==> src/cache_macros.svh <==
// cache geometry and bus width macros for the 68k read cache
// shared by the packages and by modules that size their arrays
`ifndef CACHE_MACROS_SVH
`define CACHE_MACROS_SVH

// width of the CPU address bus in bits
`define CACHE_ADDR_BITS 32

// width of one bus word on both the CPU and the DRAM side
`define CACHE_DATA_BITS 16

// the index picks one of the lines
`define CACHE_INDEX_BITS 5

// word select within a line of eight words
`define CACHE_WORD_BITS 3

// what remains of the address above the index and word fields
`define CACHE_TAG_BITS 23

`define CACHE_LINES 32
`define CACHE_BURST_LEN 8

// clocks between the read CAS and the first burst word from DRAM
`define CACHE_CAS_LATENCY 2

`endif
==> src/m68kBusPkg.sv <==
// 68k and DRAM controller bus types
// covers the address and data words and the kind of a bus cycle
`include "cache_macros.svh"

package m68kBusPkg;

	// full byte address as driven by the CPU and passed on to DRAM
	typedef logic [`CACHE_ADDR_BITS-1:0] busAddr;

	// one 16 bit data word, upper byte on UDS and lower byte on LDS
	typedef logic [`CACHE_DATA_BITS-1:0] busWord;

	// the values follow WE_L directly so a cast of the pin gives the kind
	// a high WE_L is a read and a low WE_L a write
	typedef enum logic {
		accWrite = 1'b0,
		accRead = 1'b1
	} accessKind;

endpackage

==> src/cacheGeomPkg.sv <==
// cache geometry types for the 68k read cache
// holds the line and word selects, the address split and the sequencer states
`include "cache_macros.svh"

package cacheGeomPkg;

	////////////////////
	// address pieces
	////////////////////

	typedef logic [`CACHE_INDEX_BITS-1:0] lineIndex;
	typedef logic [`CACHE_WORD_BITS-1:0] wordSel;
	typedef logic [`CACHE_TAG_BITS-1:0] tagValue;

	// the CPU byte address read from the top bit down
	// a line is 16 bytes so word and byte bit together cover the low four bits
	typedef struct packed {
		tagValue tag;
		lineIndex index;
		wordSel word;
		logic byteSel;
	} addrFields;

	////////////////////
	// sequencer states
	////////////////////

	// the two CAS wait states cover the DRAM CAS latency
	typedef enum logic [3:0] {
		stReset = 4'd0,
		stSweep = 4'd1,
		stIdle = 4'd2,
		stLookup = 4'd3,
		stFillReq = 4'd4,
		stCasWait1 = 4'd5,
		stCasWait2 = 4'd6,
		stBurstFill = 4'd7,
		stFillDone = 4'd8,
		stWriteThru = 4'd9,
		stHitHold = 4'd10
	} seqState;

endpackage

==> src/cacheLookupIf.sv <==
// lookup and write controls between the cache sequencer and its two stores
// the sequencer drives the select and write strobes, the tag store answers with hit
interface cacheLookupIf;

	// line and word select presented to both stores
	cacheGeomPkg::lineIndex index;
	cacheGeomPkg::wordSel wordSel;

	// write strobes, each acts on the next rising clock
	logic tagWrite;
	logic validWrite;
	logic validValue;
	logic dataWrite;

	// lookup result, valid one clock after the index was presented
	logic hit;
	logic lineValid;

	modport sequencer (
		output index, wordSel, tagWrite, validWrite, validValue, dataWrite,
		input hit, lineValid
	);

	modport tagStore (
		input index, tagWrite, validWrite, validValue,
		output hit, lineValid
	);

	modport dataStore (
		input index, wordSel, dataWrite
	);

endinterface

==> src/cacheTagStore.sv <==
// tag and valid arrays of the 68k read cache
// registers the entry of the presented line and compares it with the CPU tag
`include "cache_macros.svh"

module cacheTagStore (
	input logic Clock,
	input logic Reset_L,
	input m68kBusPkg::busAddr CpuAddr,
	input cacheGeomPkg::tagValue WriteTag,
	cacheLookupIf.tagStore lookup
);

	cacheGeomPkg::tagValue tagMem [`CACHE_LINES];
	logic validMem [`CACHE_LINES];

	// entry of the line presented on the previous clock
	cacheGeomPkg::tagValue tagQ;
	logic validQ;

	cacheGeomPkg::addrFields cpuFields;

	assign cpuFields = cacheGeomPkg::addrFields'(CpuAddr);

	////////////////////
	// array writes and registered read
	////////////////////

	// a write and a read of the same line in one clock return the old entry
	always_ff @(posedge Clock) begin
		if (lookup.tagWrite)
			tagMem[lookup.index] <= WriteTag;
		if (lookup.validWrite)
			validMem[lookup.index] <= lookup.validValue;
		tagQ <= tagMem[lookup.index];
	end

	// the arrays are only trusted once the sweep has cleared every valid bit
	always_ff @(posedge Clock or negedge Reset_L) begin
		if (!Reset_L)
			validQ <= 1'b0;
		else
			validQ <= validMem[lookup.index];
	end

	////////////////////
	// hit compare
	////////////////////

	// the CPU holds its address for the whole cycle so the live tag is safe here
	assign lookup.hit = validQ && (tagQ == cpuFields.tag);
	assign lookup.lineValid = validQ;

endmodule

==> src/flat_wrapper.sv <==
// flat-port wrapper written by rule: the top's interface ports become plain ports
module cacheTagStore_flat 
  (Clock, Reset_L, CpuAddr, WriteTag, lookup_index, lookup_tagWrite, lookup_validWrite, lookup_validValue, lookup_hit, lookup_lineValid);
  cacheLookupIf lookup_i ();
  input logic Clock;
  input logic Reset_L;
  input m68kBusPkg::busAddr CpuAddr;
  input cacheGeomPkg::tagValue WriteTag;
  input wire logic [$bits(lookup_i.index)-1:0] lookup_index;
  input wire logic [$bits(lookup_i.tagWrite)-1:0] lookup_tagWrite;
  input wire logic [$bits(lookup_i.validWrite)-1:0] lookup_validWrite;
  input wire logic [$bits(lookup_i.validValue)-1:0] lookup_validValue;
  output wire logic [$bits(lookup_i.hit)-1:0] lookup_hit;
  output wire logic [$bits(lookup_i.lineValid)-1:0] lookup_lineValid;
  assign lookup_i.index = lookup_index;
  assign lookup_i.tagWrite = lookup_tagWrite;
  assign lookup_i.validWrite = lookup_validWrite;
  assign lookup_i.validValue = lookup_validValue;
  assign lookup_hit = lookup_i.hit;
  assign lookup_lineValid = lookup_i.lineValid;
  cacheTagStore u_core (.Clock(Clock), .Reset_L(Reset_L), .CpuAddr(CpuAddr), .WriteTag(WriteTag), .lookup(lookup_i));
endmodule
==> config.mk <==
export PLATFORM = sky130hd
export DESIGN_NAME = cacheTagStore_flat
export DESIGN_NICKNAME = d
export VERILOG_FILES = /design/src/m68kBusPkg.sv /design/src/cacheGeomPkg.sv /design/src/cacheLookupIf.sv /design/src/cacheTagStore.sv /design/src/flat_wrapper.sv
export VERILOG_INCLUDE_DIRS = /design/src
export SDC_FILE = /design/constraint.sdc
export NUM_CORES = 1
export LEC_CHECK = 0
export BUFFER_PORTS_ARGS = -buffer_cell sky130_fd_sc_hd__buf_4
export CORE_MARGIN = 2
export CORE_UTILIZATION = 30
export DETAILED_ROUTE_END_ITERATION = 8
export GPL_TIMING_DRIVEN = 0
export PLACE_DENSITY_LB_ADDON = 0.05
export SLEW_MARGIN = 20
export SYNTH_ARGS = -nofsm -noshare
export SYNTH_HDL_FRONTEND = slang
export SYNTH_SLANG_ARGS = --single-unit
==> constraint.sdc <==
create_clock -name Clock -period 1.82 [get_ports Clock]
set_input_delay 0.182 -clock Clock [delete_from_list [all_inputs] [get_ports Clock]]
set_output_delay 0.182 -clock Clock [all_outputs]
set_load 0.03 [all_outputs]
; Word level (Yosys, flattened, before mapping)
; Memory sizes are Yosys's and may differ from the RTL's. A register that Yosys moved wholly into a read port is not among the register bits.
; Index checks and enable logic that the tools add are counted.
[op_classes]
n_eq_ne = 1
muxes = 4
n_reduce_logical = 2
[ops]
columns = operator, n
row1 = $eq 23x23->1, 1
row2 = $mux 1, 4
row3 = $logic_and 1x1->1, 1
row4 = $logic_not 1->1, 1
[word_totals]
register_bits = 0
ram_bits = 768
input_bits = 65
elab_cells = 9
n_memories = 2
[mem_list]
columns = name, depth, word_bits, read_ports, rd_ports_with_merged_regs, wr, line
row1 = u_core.tagMem, 32, 23, 1, 1, 1, cacheTagStore.sv:13  ; cacheGeomPkg::tagValue tagMem [`CACHE_LINES];
row2 = u_core.validMem, 32, 1, 1, 1, 1, cacheTagStore.sv:14  ; logic validMem [`CACHE_LINES];

; Longest topological paths before layout
[logic_depth]
depth_word = 2
mapped_depth = 8
depth_no_buf = 4

; Least setup slack after synthesis
; Ideal clock, no wire load.
[synth_path]
path_type = input to register
startpoint = input lookup_index[0]
endpoint = memory u_core.tagMem[21][0] (netlist bit), enable pin
setup_ns = 0.403
arrival_time_ns = 2.217
t_required_ns = 1.417
setup_slack_ns = -0.800
path_stages = 7
path_buffers = 4
path_cell_list = buf_2 -> buf_2 -> buf_2 -> buf_2 -> nor2b_1 -> nand2_1 -> nor2_1
[synth_lines]
columns = element, line
row1 = "start, declared", flat_wrapper.sv:9  ; input wire logic [$bits(lookup_i.index)-1:0] lookup_index;
row2 = "end, declared", cacheTagStore.sv:13
; No word-level cell before the write port.

; Final worst setup path
[layout_path]
startpoint = register u_core.tagQ[7] (read register of u_core.tagMem)
endpoint = output lookup_hit
[layout_via]
elab_chain_cells = 2
[layout_lines]
columns = element, line
row1 = "start, declared", cacheTagStore.sv:17  ; cacheGeomPkg::tagValue tagQ;
row2 = $eq 23x23->1, cacheTagStore.sv:50  ; assign lookup.hit = validQ && (tagQ == cpuFields.tag);
row3 = $logic_and 1x1->1, cacheTagStore.sv:50
row4 = "end, declared", flat_wrapper.sv:13  ; output wire logic [$bits(lookup_i.hit)-1:0] lookup_hit;
; No other way between the ends.

==> out/metrics.yaml <==
outcome:
  outcome: "finished with violations"
  violations: "negative setup slack"
power_and_ir_drop:
  power_density_nw_per_um2: 1080
  leakage_nw: 13.0
  irDropWorstVdd_uv: 715
cts:
  cts_sinks: 792
  path_clk_slew_ns: 0.06
  cts-root-buf: "clkbuf_16"
  cts_tree: "yes"
  numCtsBuffers: 90
  h-tree-depth: 3
  clk_latency_ns: 0.66
  clock_path_buffers: 3
synthesis:
  synth_cells: 1668
  yosysUniqueCellTypes: 28
  ys_warn_count: 0
  synth.yosys.seq_area_share_pct: 77.8
  synth_edf_count: 768
  synthArstFlopShare_pct: 0.126
  synth_area_per_cell_sq_um: 18.2
  synth_seq_cells: 792
  syn_area_sq_um: 30300
  synth_ff_type: "edfxtp_1"
  syn_nets: 1733
die:
  core_sq_um: 100000
  top_level_ports: 67
  initial_utilization_pct: 30.3
  die_area_sq_um: 103000
  fp.dieW_um: 322
  rows: 116
  die_h_um: 322
sta:
  fin_tns_setup_ns: -0.618
  worstMarginPinSlew_ns: 1.11
  hold_viol: 0
  hold-worst-slack_ns: 0.169
  slew-limit-headroom_pct: 25.8
  min_period_ns: 2.40
  skew_ns: 0.0193
  period_share_pct: 132
  max_freq_ghz: 0.417
  drv_slew: 0
  fin_ws_ns: -0.580
  setup_viol: 3
  rsz0062_at_grt: "yes"
worst_setup_path:
  worstPathArrival_ns: 2.22
  cp_slowest_stage_delay_ns: 0.36
  cp_cell_sequence: "xor2_1, nor4_2, nand4_1, nor3_4, buf_6"
  r2r_slack_ns: 0.21
  crit_path_start_kind: "flop"
  required_ns: 1.64
  cp_max_fo: 1
  crit_path_end_kind: "primary output"
  worst_path_max_delay_cell: "nor4_2"
  criticalPathCategory: "reg -> out"
global_routing:
  grt_pass1_vias: 16536
  antenna_found_initial: 3
  grt_max_degree: 33
  overflow: 0
  grt_pass1_wl_um: 134000
  grt_util_all_layers_pct: 19.0
layout:
  synthToLayoutAreaGrowth_pct: 24.7
  finalInstanceArea_sq_um: 37800
  final_cell_mix: "edfxtp_1 (768), mux2i_1 (384), o22ai_1 (192)"
  nFillCells: 9189
  final_common_cell: "edfxtp_1"
  multiInputGateArea_sq_um: 6950
  seq_area_sq_um: 23500
  finalNonFillerCells: 3327
  layout-drive-gt1-share_pct: 22.4
  nNetsFinal: 2012
drt:
  vias_per_cell: 4.91
  dr_total_vias: 16333
  wl_um: 98300
  first_pass_iters: 5
  postRouteAntennaNets: 0
  wl_per_cell_um: 29.6
  drt_iter0_markers: 1401
  drc: 0
flow_run:
  drv_cap: 0
worst_hold_path:
  hp-class: "in -> reg"
placement:
  port_buffers: 56
  place_inst: 3037
  place_ws_ns: -1.47
  dp_hpwl_um: 60000
  dpl-instance-area_sq_um: 33000
  gp_congestion: 0.762
==> critical path, delay by kind of cell (launching register included) <==
kind / cells / cell delay, ns
AND/OR/NAND/NOR: 3 / 0.87
flip-flops: 1 / 0.30
XOR/XNOR: 1 / 0.21
buffers and inverters: 1 / 0.19
==> power breakdown <==
group	leakage [nW]	internal, mW	switching (mW)	total [mW]
Clock	1.44	10.9	7.17	18.1
Sequential	7.12	20.3	0.0900	20.4
Combinational	4.47	0.777	1.53	2.30
Total	13.0	32.0	8.79	40.8
==> layout make-up <==
class | instances | share of cell area (%)
Multi-Input combinational cell | 795 | 18.4
Clock inverter | 37 | 0.945
Tap cell | 1298 | 4.30
Antenna cell | 5 | 0.0331
Timing Repair Buffer | 171 | 5.29
Clock buffer | 132 | 6.91
Sequential cell | 792 | 62.4
Buffer | 97 | 1.73
==> layer usage <==
layer | track usage (%) | routed length [um]
met1 | 26.7 | 45700
met2 | 30.6 | 46000
met3 | 2.94 | 4040
met4 | 5.42 | 2640
met5 | 0 | 0
==> cells in the mapped netlist, types with 3 or more instances <==
cell type	n	share of area, %
nand3b_1	5	0.12
clkbuf_1	10	0.12
xnor2_1	7	0.20
nand4bb_1	6	0.22
xor2_1	16	0.46
nand3_1	3	0.050
buf_1	3	0.037
mux2i_1	384	13
buf_2	72	1.2
or4b_1	3	0.099
dfxtp_1	23	1.5
nand2_1	29	0.36
buf_6	9	0.33
o22ai_1	192	4.0
nor4_1	52	1.1
nand4b_1	4	0.12
nor2_1	66	0.82
nand4_1	4	0.083
edfxtp_1	768	76
==> final timing paths <==
kind / start / endpoint / depth (start not counted)
worst max-delay path: u_core.tagQ[7]$_DFF_P_ / lookup_hit / 5
max in group asynchronous: Reset_L / u_core.lookup.lineValid$_DFF_PN0_ / 3
min in group asynchronous: Reset_L / u_core.lookup.lineValid$_DFF_PN0_ / 3
worst min register to register: u_core.tagMem[29][0]$_DFFE_PP_ / u_core.tagQ[0]$_DFF_P_ / 4
worst max register to register: u_core.tagMem[7][12]$_DFFE_PP_ / u_core.tagQ[12]$_DFF_P_ / 4
worst min-delay path: lookup_validWrite / u_core.validMem[28]$_DFFE_PP_ / 3
==> per-stage QoR <==
| step | total power [mW] | util, % |
|---|---|---|
| 3_3_place_gp | 22.8 | 32.6 |
| 4_1_cts | 41.3 | 37.5 |
| 3_5_place_dp | 22.9 | 33.0 |
| 6_report | 40.8 | 37.7 |
| 2_1_floorplan | 21.7 | - |
| 5_1_grt | 42.1 | 37.7 |
==> flip-flops by register name (all words and copies together) (netlist names) <==
name and count:
u_core.lookup.lineValid 1, u_core.tagMem 736, u_core.tagQ 23, u_core.validMem 32
==> cell families (layout without fill, tap and decap cells) <==
kind of cell | after synthesis | count (layout) | synth area share [%]
flops | 792 | 792 | 77.8
mux | 384 | 384 | 12.7
compound gates | 192 | 192 | 3.97
simple gates | 179 | 196 | 3.13
buf+inv | 98 | 437 | 1.77
xor+xnor | 23 | 23 | 0.665
other cells | 0 | 5 | 0
==> repair_timing <==
action	in CTS	in global routing
hold buffers	26	0
pin swaps	41	7
gates cloned	17	0
hold endpoints to repair	769	0
gates resized for setup	74	16
buffers inserted	62	12
endpoints found under the setup margin	583	95
Power figures use the tool's default switching activity.
