**config.mk**
```make
export PLATFORM = sky130hd
export DESIGN_NAME = cacheSequencer_flat
export DESIGN_NICKNAME = d
export VERILOG_FILES = /design/src/m68kBusPkg.sv /design/src/cacheGeomPkg.sv /design/src/cacheLookupIf.sv /design/src/cacheSequencer.sv /design/src/flat_wrapper.sv
export VERILOG_INCLUDE_DIRS = /design/src
export SDC_FILE = /design/constraint.sdc
export NUM_CORES = 1
export LEC_CHECK = 0
export BUFFER_PORTS_ARGS = -buffer_cell sky130_fd_sc_hd__buf_2
export CAP_MARGIN = 10
export CORE_MARGIN = 3
export CORE_UTILIZATION = 39
export CTS_CLUSTER_DIAMETER = 100
export DETAILED_ROUTE_END_ITERATION = 6
export PLACE_DENSITY = 0.87
export SLEW_MARGIN = 20
export SYNTH_ARGS = -nofsm -noshare
export SYNTH_HDL_FRONTEND = slang
export SYNTH_SLANG_ARGS = --single-unit
```
**constraint.sdc**
```tcl
create_clock -name Clock -period 3.6 [get_ports Clock]
set_input_delay 0.54 -clock Clock [delete_from_list [all_inputs] [get_ports Clock]]
set_output_delay 0.54 -clock Clock [all_outputs]
set_load 0.03 [all_outputs]
```
**src/cache_macros.svh**
```systemverilog
// cache geometry and bus width macros for the 68k read cache
// shared by the packages and by modules that size their arrays
`ifndef CACHE_MACROS_SVH
`define CACHE_MACROS_SVH

// width of the CPU address bus in bits
`define CACHE_ADDR_BITS 32

// width of one bus word on both the CPU and the DRAM side
`define CACHE_DATA_BITS 16

// the index picks one of the lines
`define CACHE_INDEX_BITS 5

// word select within a line of eight words
`define CACHE_WORD_BITS 3

// what remains of the address above the index and word fields
`define CACHE_TAG_BITS 23

`define CACHE_LINES 32
`define CACHE_BURST_LEN 8

// clocks between the read CAS and the first burst word from DRAM
`define CACHE_CAS_LATENCY 2

`endif
```
**src/m68kBusPkg.sv**
```systemverilog
// 68k and DRAM controller bus types
// covers the address and data words and the kind of a bus cycle
`include "cache_macros.svh"

package m68kBusPkg;

	// full byte address as driven by the CPU and passed on to DRAM
	typedef logic [`CACHE_ADDR_BITS-1:0] busAddr;

	// one 16 bit data word, upper byte on UDS and lower byte on LDS
	typedef logic [`CACHE_DATA_BITS-1:0] busWord;

	// the values follow WE_L directly so a cast of the pin gives the kind
	// a high WE_L is a read and a low WE_L a write
	typedef enum logic {
		accWrite = 1'b0,
		accRead = 1'b1
	} accessKind;

endpackage

```
**src/cacheGeomPkg.sv**
```systemverilog
// cache geometry types for the 68k read cache
// holds the line and word selects, the address split and the sequencer states
`include "cache_macros.svh"

package cacheGeomPkg;

	////////////////////
	// address pieces
	////////////////////

	typedef logic [`CACHE_INDEX_BITS-1:0] lineIndex;
	typedef logic [`CACHE_WORD_BITS-1:0] wordSel;
	typedef logic [`CACHE_TAG_BITS-1:0] tagValue;

	// the CPU byte address read from the top bit down
	// a line is 16 bytes so word and byte bit together cover the low four bits
	typedef struct packed {
		tagValue tag;
		lineIndex index;
		wordSel word;
		logic byteSel;
	} addrFields;

	////////////////////
	// sequencer states
	////////////////////

	// the two CAS wait states cover the DRAM CAS latency
	typedef enum logic [3:0] {
		stReset = 4'd0,
		stSweep = 4'd1,
		stIdle = 4'd2,
		stLookup = 4'd3,
		stFillReq = 4'd4,
		stCasWait1 = 4'd5,
		stCasWait2 = 4'd6,
		stBurstFill = 4'd7,
		stFillDone = 4'd8,
		stWriteThru = 4'd9,
		stHitHold = 4'd10
	} seqState;

endpackage

```
**src/cacheLookupIf.sv**
```systemverilog
// lookup and write controls between the cache sequencer and its two stores
// the sequencer drives the select and write strobes, the tag store answers with hit
interface cacheLookupIf;

	// line and word select presented to both stores
	cacheGeomPkg::lineIndex index;
	cacheGeomPkg::wordSel wordSel;

	// write strobes, each acts on the next rising clock
	logic tagWrite;
	logic validWrite;
	logic validValue;
	logic dataWrite;

	// lookup result, valid one clock after the index was presented
	logic hit;
	logic lineValid;

	modport sequencer (
		output index, wordSel, tagWrite, validWrite, validValue, dataWrite,
		input hit, lineValid
	);

	modport tagStore (
		input index, tagWrite, validWrite, validValue,
		output hit, lineValid
	);

	modport dataStore (
		input index, wordSel, dataWrite
	);

endinterface

```
**src/cacheSequencer.sv**
```systemverilog
// control FSM of the 68k read cache
// serves one CPU bus cycle at a time, sweeping valid bits after reset and burst filling on a miss
`include "cache_macros.svh"

module cacheSequencer (
	input logic Clock,
	input logic Reset_L,
	input logic AS_L,
	input logic UDS_L,
	input logic LDS_L,
	input logic WE_L,
	input logic DramSelect,
	input m68kBusPkg::busAddr CpuAddr,
	input logic DramDtack_L,
	input logic CAS_Dram_L,
	input logic RAS_Dram_L,
	output logic DtackToCpu_L,
	output logic DramSel_L,
	output logic DramAS_L,
	output logic DramUDS_L,
	output logic DramLDS_L,
	output logic DramWE_L,
	output m68kBusPkg::busAddr DramAddr,
	output cacheGeomPkg::tagValue WriteTag,
	cacheLookupIf.sequencer lookup
);

	cacheGeomPkg::seqState state;
	cacheGeomPkg::seqState nextState;

	// one counter serves both the line sweep and the burst word count
	cacheGeomPkg::lineIndex count;
	logic countClear;

	cacheGeomPkg::addrFields cpuFields;
	cacheGeomPkg::addrFields fillFields;
	cacheGeomPkg::wordSel burstWord;
	m68kBusPkg::accessKind cpuKind;
	logic cycleEnd;
	logic readCas;

	assign cpuFields = cacheGeomPkg::addrFields'(CpuAddr);
	assign cpuKind = m68kBusPkg::accessKind'(WE_L);
	assign burstWord = count[`CACHE_WORD_BITS-1:0];

	// the CPU ends its cycle by lifting AS_L or by leaving the DRAM range
	assign cycleEnd = AS_L || !DramSelect;

	// refresh also pulls CAS low, but only a read has RAS high with it
	assign readCas = !CAS_Dram_L && RAS_Dram_L;

	// fills always start at word 0 of the line
	always_comb begin
		fillFields = cpuFields;
		fillFields.word = '0;
		fillFields.byteSel = 1'b0;
	end

	////////////////////
	// state and counter
	////////////////////

	always_ff @(posedge Clock or negedge Reset_L) begin
		if (!Reset_L) begin
			state <= cacheGeomPkg::stReset;
			count <= '0;
		end else begin
			state <= nextState;
			if (countClear)
				count <= '0;
			else
				count <= count + cacheGeomPkg::lineIndex'(1);
		end
	end

	// address side toward DRAM and the tag to store
	// writes go out at the exact CPU address, fills at the line base
	assign DramAddr = (state == cacheGeomPkg::stWriteThru) ? CpuAddr :
		m68kBusPkg::busAddr'(fillFields);
	assign DramAS_L = AS_L;
	assign DramWE_L = WE_L;
	assign WriteTag = cpuFields.tag;

	////////////////////
	// next state and outputs
	////////////////////

	always_comb begin
		nextState = state;
		countClear = 1'b0;
		DtackToCpu_L = 1'b1;
		DramSel_L = 1'b1;

		// reads fetch the whole word whatever byte the CPU asked for
		DramUDS_L = 1'b0;
		DramLDS_L = 1'b0;

		lookup.index = cpuFields.index;
		lookup.wordSel = cpuFields.word;
		lookup.tagWrite = 1'b0;
		lookup.validWrite = 1'b0;
		lookup.validValue = 1'b0;
		lookup.dataWrite = 1'b0;

		case (state)
			cacheGeomPkg::stReset: begin
				countClear = 1'b1;
				nextState = cacheGeomPkg::stSweep;
			end

			// clear one valid bit per clock, the counter walks the lines
			cacheGeomPkg::stSweep: begin
				lookup.index = count;
				lookup.validWrite = 1'b1;
				if (count == cacheGeomPkg::lineIndex'(`CACHE_LINES - 1))
					nextState = cacheGeomPkg::stIdle;
			end

			cacheGeomPkg::stIdle: begin
				DramUDS_L = UDS_L;
				DramLDS_L = LDS_L;
				// the tag store registers this index at the same edge
				if (!AS_L && DramSelect) begin
					if (cpuKind == m68kBusPkg::accRead)
						nextState = cacheGeomPkg::stLookup;
					else
						nextState = cacheGeomPkg::stWriteThru;
				end
			end

			cacheGeomPkg::stLookup: begin
				if (lookup.hit) begin
					DtackToCpu_L = 1'b0;
					nextState = cacheGeomPkg::stHitHold;
				end else begin
					// kick the DRAM controller early so the miss costs one clock less
					DramSel_L = 1'b0;
					nextState = cacheGeomPkg::stFillReq;
				end
			end

			// hold DTACK until the CPU lets go of the cycle
			cacheGeomPkg::stHitHold: begin
				DtackToCpu_L = 1'b0;
				if (cycleEnd)
					nextState = cacheGeomPkg::stIdle;
			end

			// wait here as long as the DRAM controller withholds a read CAS
			cacheGeomPkg::stFillReq: begin
				DramSel_L = 1'b0;
				if (readCas)
					nextState = cacheGeomPkg::stCasWait1;
			end

			cacheGeomPkg::stCasWait1: begin
				DramSel_L = 1'b0;
				nextState = cacheGeomPkg::stCasWait2;
			end

			// first burst word arrives in the clock after this one
			cacheGeomPkg::stCasWait2: begin
				DramSel_L = 1'b0;
				countClear = 1'b1;
				nextState = cacheGeomPkg::stBurstFill;
			end

			// one DRAM word per clock into the word the counter selects
			cacheGeomPkg::stBurstFill: begin
				DramSel_L = 1'b0;
				lookup.wordSel = burstWord;
				lookup.dataWrite = 1'b1;
				if (burstWord == cacheGeomPkg::wordSel'(`CACHE_BURST_LEN - 1))
					nextState = cacheGeomPkg::stFillDone;
			end

			// line is complete, so mark it valid and serve the CPU word from it
			cacheGeomPkg::stFillDone: begin
				DtackToCpu_L = 1'b0;
				lookup.tagWrite = 1'b1;
				lookup.validWrite = 1'b1;
				lookup.validValue = 1'b1;
				if (cycleEnd)
					nextState = cacheGeomPkg::stIdle;
			end

			// writes bypass the cache and DTACK comes straight from DRAM
			cacheGeomPkg::stWriteThru: begin
				DramSel_L = 1'b0;
				DramUDS_L = UDS_L;
				DramLDS_L = LDS_L;
				DtackToCpu_L = DramDtack_L;
				// drop a valid copy so the next read refetches the new data
				if (lookup.lineValid)
					lookup.validWrite = 1'b1;
				if (cycleEnd)
					nextState = cacheGeomPkg::stIdle;
			end

			default: nextState = cacheGeomPkg::stReset;
		endcase
	end

endmodule

```
**src/flat_wrapper.sv**
```systemverilog
// flat-port wrapper written by rule: the top's interface ports become plain ports
module cacheSequencer_flat 
  (Clock, Reset_L, AS_L, UDS_L, LDS_L, WE_L, DramSelect, CpuAddr, DramDtack_L, CAS_Dram_L, RAS_Dram_L, DtackToCpu_L, DramSel_L, DramAS_L, DramUDS_L, DramLDS_L, DramWE_L, DramAddr, WriteTag, lookup_index, lookup_wordSel, lookup_tagWrite, lookup_validWrite, lookup_validValue, lookup_dataWrite, lookup_hit, lookup_lineValid);
  cacheLookupIf lookup_i ();
  input logic Clock;
  input logic Reset_L;
  input logic AS_L;
  input logic UDS_L;
  input logic LDS_L;
  input logic WE_L;
  input logic DramSelect;
  input m68kBusPkg::busAddr CpuAddr;
  input logic DramDtack_L;
  input logic CAS_Dram_L;
  input logic RAS_Dram_L;
  output logic DtackToCpu_L;
  output logic DramSel_L;
  output logic DramAS_L;
  output logic DramUDS_L;
  output logic DramLDS_L;
  output logic DramWE_L;
  output m68kBusPkg::busAddr DramAddr;
  output cacheGeomPkg::tagValue WriteTag;
  output wire logic [$bits(lookup_i.index)-1:0] lookup_index;
  output wire logic [$bits(lookup_i.wordSel)-1:0] lookup_wordSel;
  output wire logic [$bits(lookup_i.tagWrite)-1:0] lookup_tagWrite;
  output wire logic [$bits(lookup_i.validWrite)-1:0] lookup_validWrite;
  output wire logic [$bits(lookup_i.validValue)-1:0] lookup_validValue;
  output wire logic [$bits(lookup_i.dataWrite)-1:0] lookup_dataWrite;
  input wire logic [$bits(lookup_i.hit)-1:0] lookup_hit;
  input wire logic [$bits(lookup_i.lineValid)-1:0] lookup_lineValid;
  assign lookup_index = lookup_i.index;
  assign lookup_wordSel = lookup_i.wordSel;
  assign lookup_tagWrite = lookup_i.tagWrite;
  assign lookup_validWrite = lookup_i.validWrite;
  assign lookup_validValue = lookup_i.validValue;
  assign lookup_dataWrite = lookup_i.dataWrite;
  assign lookup_i.hit = lookup_hit;
  assign lookup_i.lineValid = lookup_lineValid;
  cacheSequencer u_core (.Clock(Clock), .Reset_L(Reset_L), .AS_L(AS_L), .UDS_L(UDS_L), .LDS_L(LDS_L), .WE_L(WE_L), .DramSelect(DramSelect), .CpuAddr(CpuAddr), .DramDtack_L(DramDtack_L), .CAS_Dram_L(CAS_Dram_L), .RAS_Dram_L(RAS_Dram_L), .DtackToCpu_L(DtackToCpu_L), .DramSel_L(DramSel_L), .DramAS_L(DramAS_L), .DramUDS_L(DramUDS_L), .DramLDS_L(DramLDS_L), .DramWE_L(DramWE_L), .DramAddr(DramAddr), .WriteTag(WriteTag), .lookup(lookup_i));
endmodule
```
### Yosys cells after proc, flatten, opt, wreduce, memory -nomap -nowiden

Cells that the tools add are included.

| cells by class | value |
|---|---|
| add/subtract/negate cells | 1 |
| multiplexer cells | 23 |
| reduce and logical (&&, ||, !) cells | 14 |
| equality and inequality tests | 17 |

Operators with widths:

| kind | count |
|---|---|
| $pmux 4 s9 | 1 |
| $mux 4 | 8 |
| $eq 4x3->1 const B | 4 |
| $eq 4x4->1 const B | 3 |
| $mux 5 | 2 |
| $ne 2x1->1 const B | 5 |
| $eq 4x2->1 const B | 2 |
| $mux 1 | 8 |
| $reduce_or 2->1 | 4 |
| $add 5x1->5 const B | 1 |
| $eq 5x5->1 const B | 1 |
| $reduce_and 5->1 | 1 |
| $reduce_or 5->1 | 1 |
| $eq 4x1->1 const B | 1 |
| $logic_not 4->1 | 1 |
| $pmux 1 s2 | 2 |
| $eq 3x3->1 const B | 1 |
| $logic_not 1->1 | 3 |
| $mux 3 | 1 |
| $pmux 1 s3 | 1 |
| $reduce_or 3->1 | 1 |
| $logic_and 1x1->1 | 2 |
| $logic_or 1x1->1 | 1 |

| storage, ports and cells | value |
|---|---|
| input port bits | 44 |
| output and inout port bits | 73 |
| logic and storage cells | 57 |
| bits in registers | 9 |

### Logic depth before layout (Yosys ltp)

| depth | value |
|---|---|
| word-level depth | 4 |
| depth in mapped cells | 7 |
| gate-level depth less buffers | 7 |

### Worst setup path before layout

Ideal clock, no wire load.

| path | value |
|---|---|
| kind | register -> output |
| start | reg u_core.state[2] |
| end | out lookup_validWrite |
| buffers on the path | 1 |
| setup slack | 1.284 ns |
| stages on the path, launching flop included | 5 |
| arrival | 1.776 ns |
| path through | dfrtp_1 -> buf_2 -> nand2b_1 -> nor3_1 -> a211o_1 |

| on the way | value |
|---|---|
| word-level cells in the longest chain between the ends | 3 |

Ends and longest elaborated chain:

| item | RTL line | RTL |
|---|---|---|
| from (decl) | cacheSequencer.sv:28 | `cacheGeomPkg::seqState state;` |
| from (signal assigned) | cacheSequencer.sv:65 | `state <= cacheGeomPkg::stReset;` |
| from (signal assigned) | cacheSequencer.sv:68 | `state <= nextState;` |
| $eq 4x1->1 / $eq 4x4->1 (equally long branches) | cacheSequencer.sv:105 | `case (state)` |
| $reduce_or 2->1 (no line) | n/a |  |
| $pmux 1 s2 (*) | cacheSequencer.sv:105 |  |
| to (decl) | flat_wrapper.sv:27 | `output wire logic [$bits(lookup_i.validWrite)-1:0] lookup_validWrite;` |

Every way passes the cells marked *; elsewhere a longest branch is shown, timed or not.

### Final worst setup path

| path | value |
|---|---|
| start | reg u_core.state[0] |
| end | out lookup_index[4] |

| on the way | value |
|---|---|
| word-level cells in the longest chain between the ends | 2 |

Ends and longest elaborated chain:

| item | RTL line | RTL |
|---|---|---|
| $eq 4x1->1 | cacheSequencer.sv:105 |  |
| $mux 5 | cacheSequencer.sv:105 |  |
| to (decl) | flat_wrapper.sv:24 | `output wire logic [$bits(lookup_i.index)-1:0] lookup_index;` |

Every way passes these cells.

==> metrics.cfg <==
[clock_network]
cts_hold_buf = 0
ctsResizeCount = 0
htree_num_levels = 1
cts_num_sinks = 9
clock_latency_ps = 270
clk_pin_slew_worst_paths_ps = 60
cts-root-buf = clkbuf_4
post_cts_buffers = 0
cts_tree = yes
cts_buffers = 3
clk_path_buf_depth = 2

[sta]
rsz0062_at_grt = false
setup_violations = 0
slew_headroom_pct = 66.0
hold_viol = 0
period_share_pct = 70.4
tightest_slew_ps = 510
slew_viol_final = 0
fmax_ghz = 0.395
worst_slack_ps = 1070
fin_setup_tns_ps = 0
whs_ps = 108
finalCriticalPeriod_ps = 2530
skew_ps = 10.9

[logic_synthesis]
synth.cells.most_frequent = buf_4 (54), and2_1 (11), dfrtp_1 (9)
syn_inst = 145
syn_area_per_cell_sq_um = 8.02
yosys.area.top_type = buf_4
yosys.area.top_type_share_pct = 34.8
synthArstFlopShare_pct = 100
synth_edf_count = 0
ys_seq_area_share_pct = 19.4
synth_seq_cells = 9
yosys_warnings = 0
ys_top_cells_by_area = buf_4 (35%), dfrtp_1 (19%), mux2_2 (7.7%)
syn-cell-area_sq_mm = 0.00116
ys.flop_type = dfrtp_1
synth_fp_nets = 192
yosysUniqueCellTypes = 35
yosysMostFrequentCell = buf_4

[global_routing]
first_global_vias = 738
overflow = 0
antenna_found_initial = 0
grtUsageTotal_pct = 11.6
grt_first_pass_wirelength_um = 3130
grt_max_degree = 19

[routing]
wl_per_cell_um = 12.4
drt-vias-per-instance = 4.95
drc = 0
num_vias = 831
ant_nets = 0
drt_pre_antenna_iters = 5
first_iter_violations = 55
wirelength_um = 2080

[power]
combPwrFrac_pct = 60.9
ir_worst_vdd_mv = 0.208
seqPwrFrac_pct = 29.7
clkPwrFrac_pct = 9.4
power.switching_mw = 0.427
intPower_mw = 0.393
swShare_pct = 52.0
p_leak_nw = 0.539
p_per_area_mw_per_mm2 = 792

[worst_setup_path]
crit_type = reg -> out
cp_data_arrival_time_ps = 1990
crit_path_start_kind = register
worstPathRequired_ps = 3060
cp_max_fo = 14
end_kind = output port

[floorplanning]
ios = 117
die_w_um = 60.6
coreArea_sq_mm = 0.00281
row_count = 19
start_util_pct = 41.5
die-area_sq_mm = 0.00367
die_h_um = 60.6

[flow_run]
max_cap_viol_count = 0

[finish]
fillCellCount = 281
finalNetCount = 185
drive_gt1_share_pct = 45.3
seqCellArea_sq_um = 225
area_delta_synth_final_pct = -11.0
diodes = 0
multiInputGateArea_sq_um = 492

[placement]
dpl.hpwl_um = 1700
post-place-ws_ps = 1320
io_buffers = 47
place.gp.congestion = 0.866

[min_path]
min_path_type = in -> async

[status]
status = finished clean

==> critical path: stages (launching register included) <==
cell and delay (ps):
dfrtp_1 580, nand2_1 180, nor3_2 420, mux2_2 390, buf_2 180
==> area by class of cell <==
| class | count | area share (%) |
|---|---|---|
| Tap cell | 31 | 3.74 |
| Inverter | 5 | 1.81 |
| Clock buffer | 4 | 2.54 |
| Timing Repair Buffer | 47 | 22.7 |
| Multi-Input combinational cell | 72 | 47.5 |
| Sequential cell | 9 | 21.7 |
==> routing by layer <==
| layer | vias up | global-route usage (%) | wire (um) |
|---|---|---|---|
| li1 | 416 | - | - |
| met1 | 362 | 13.1 | 831 |
| met2 | 47 | 17.4 | 991 |
| met3 | 6 | 6.17 | 218 |
| met4 | 0 | 6.81 | 34 |
| met5 | - | 0 | 0 |
==> cell usage in the layout (no fill, tap or decap), types with 2 or more instances in the layout <==
master / n
nand3_1: 3
buf_2: 47
clkbuf_4: 3
nor3_1: 3
o21ai_0: 5
nand2_1: 6
a21oi_1: 2
mux2_2: 8
dfrtp_1: 9
nor2_1: 8
inv_1: 4
ha_1: 3
and2_1: 11
a31oi_1: 3
nand2b_1: 3
==> state kept, by name, indices dropped and copies added (netlist names) <==
name          flops
u_core.count      5
u_core.state      4
==> worst paths after layout <==
kind | start | end | slack (ps) | depth (start not counted)
worst max-delay path | u_core.state[0] | lookup_index[4] | 1070 | 4
min in group Clock | u_core.count[0] | u_core.count[0] | 510 | 1
worst max register to register | u_core.count[0] | u_core.state[3] | 1590 | 7
max in group asynchronous | Reset_L | u_core.state[1] | 3310 | 1
worst min-delay path | Reset_L | u_core.count[3] | 110 | 1
worst min register to register | u_core.count[0] | u_core.count[0] | 510 | 1
==> cells by family (layout without fill, tap and decap cells) <==
kind of cell               after synthesis  count (layout)  synth area share [%]
DFF                                      9               9                  19.4
muxes                                    9               9                  8.60
xor gates and xnor gates                 2               2                  1.51
and+or+nand+nor                         41              41                  19.1
buffers and inverters                   64              56                  38.4
AOI/OAI and AO/OA                       17              17                  9.79
adders and majority gates                3               3                  3.23
==> through the flow <==
step	power [mW]	area, sq um	std cells	util (%)
floorplan	0.731	1160	145	-
global placement	0.733	1010	164	36.0
detailed placement	0.749	1010	164	36.0
CTS	0.828	1040	168	36.9
global route	0.900	1040	168	36.9
finish	0.820	1040	168	36.9
==> power by group through the flow <==
| stage | combinational, mW | sequential, mW | clock (mW) |
|---|---|---|---|
| 2_1_floorplan | 0.553 | 0.178 | 0 |
| 3_3_place_gp | 0.491 | 0.242 | 0 |
| 3_5_place_dp | 0.503 | 0.246 | 0 |
| 4_1_cts | 0.506 | 0.242 | 0.0801 |
| 5_1_grt | 0.556 | 0.259 | 0.0851 |
| 6_report | 0.500 | 0.243 | 0.0773 |
(Power assumes the default switching activity.)
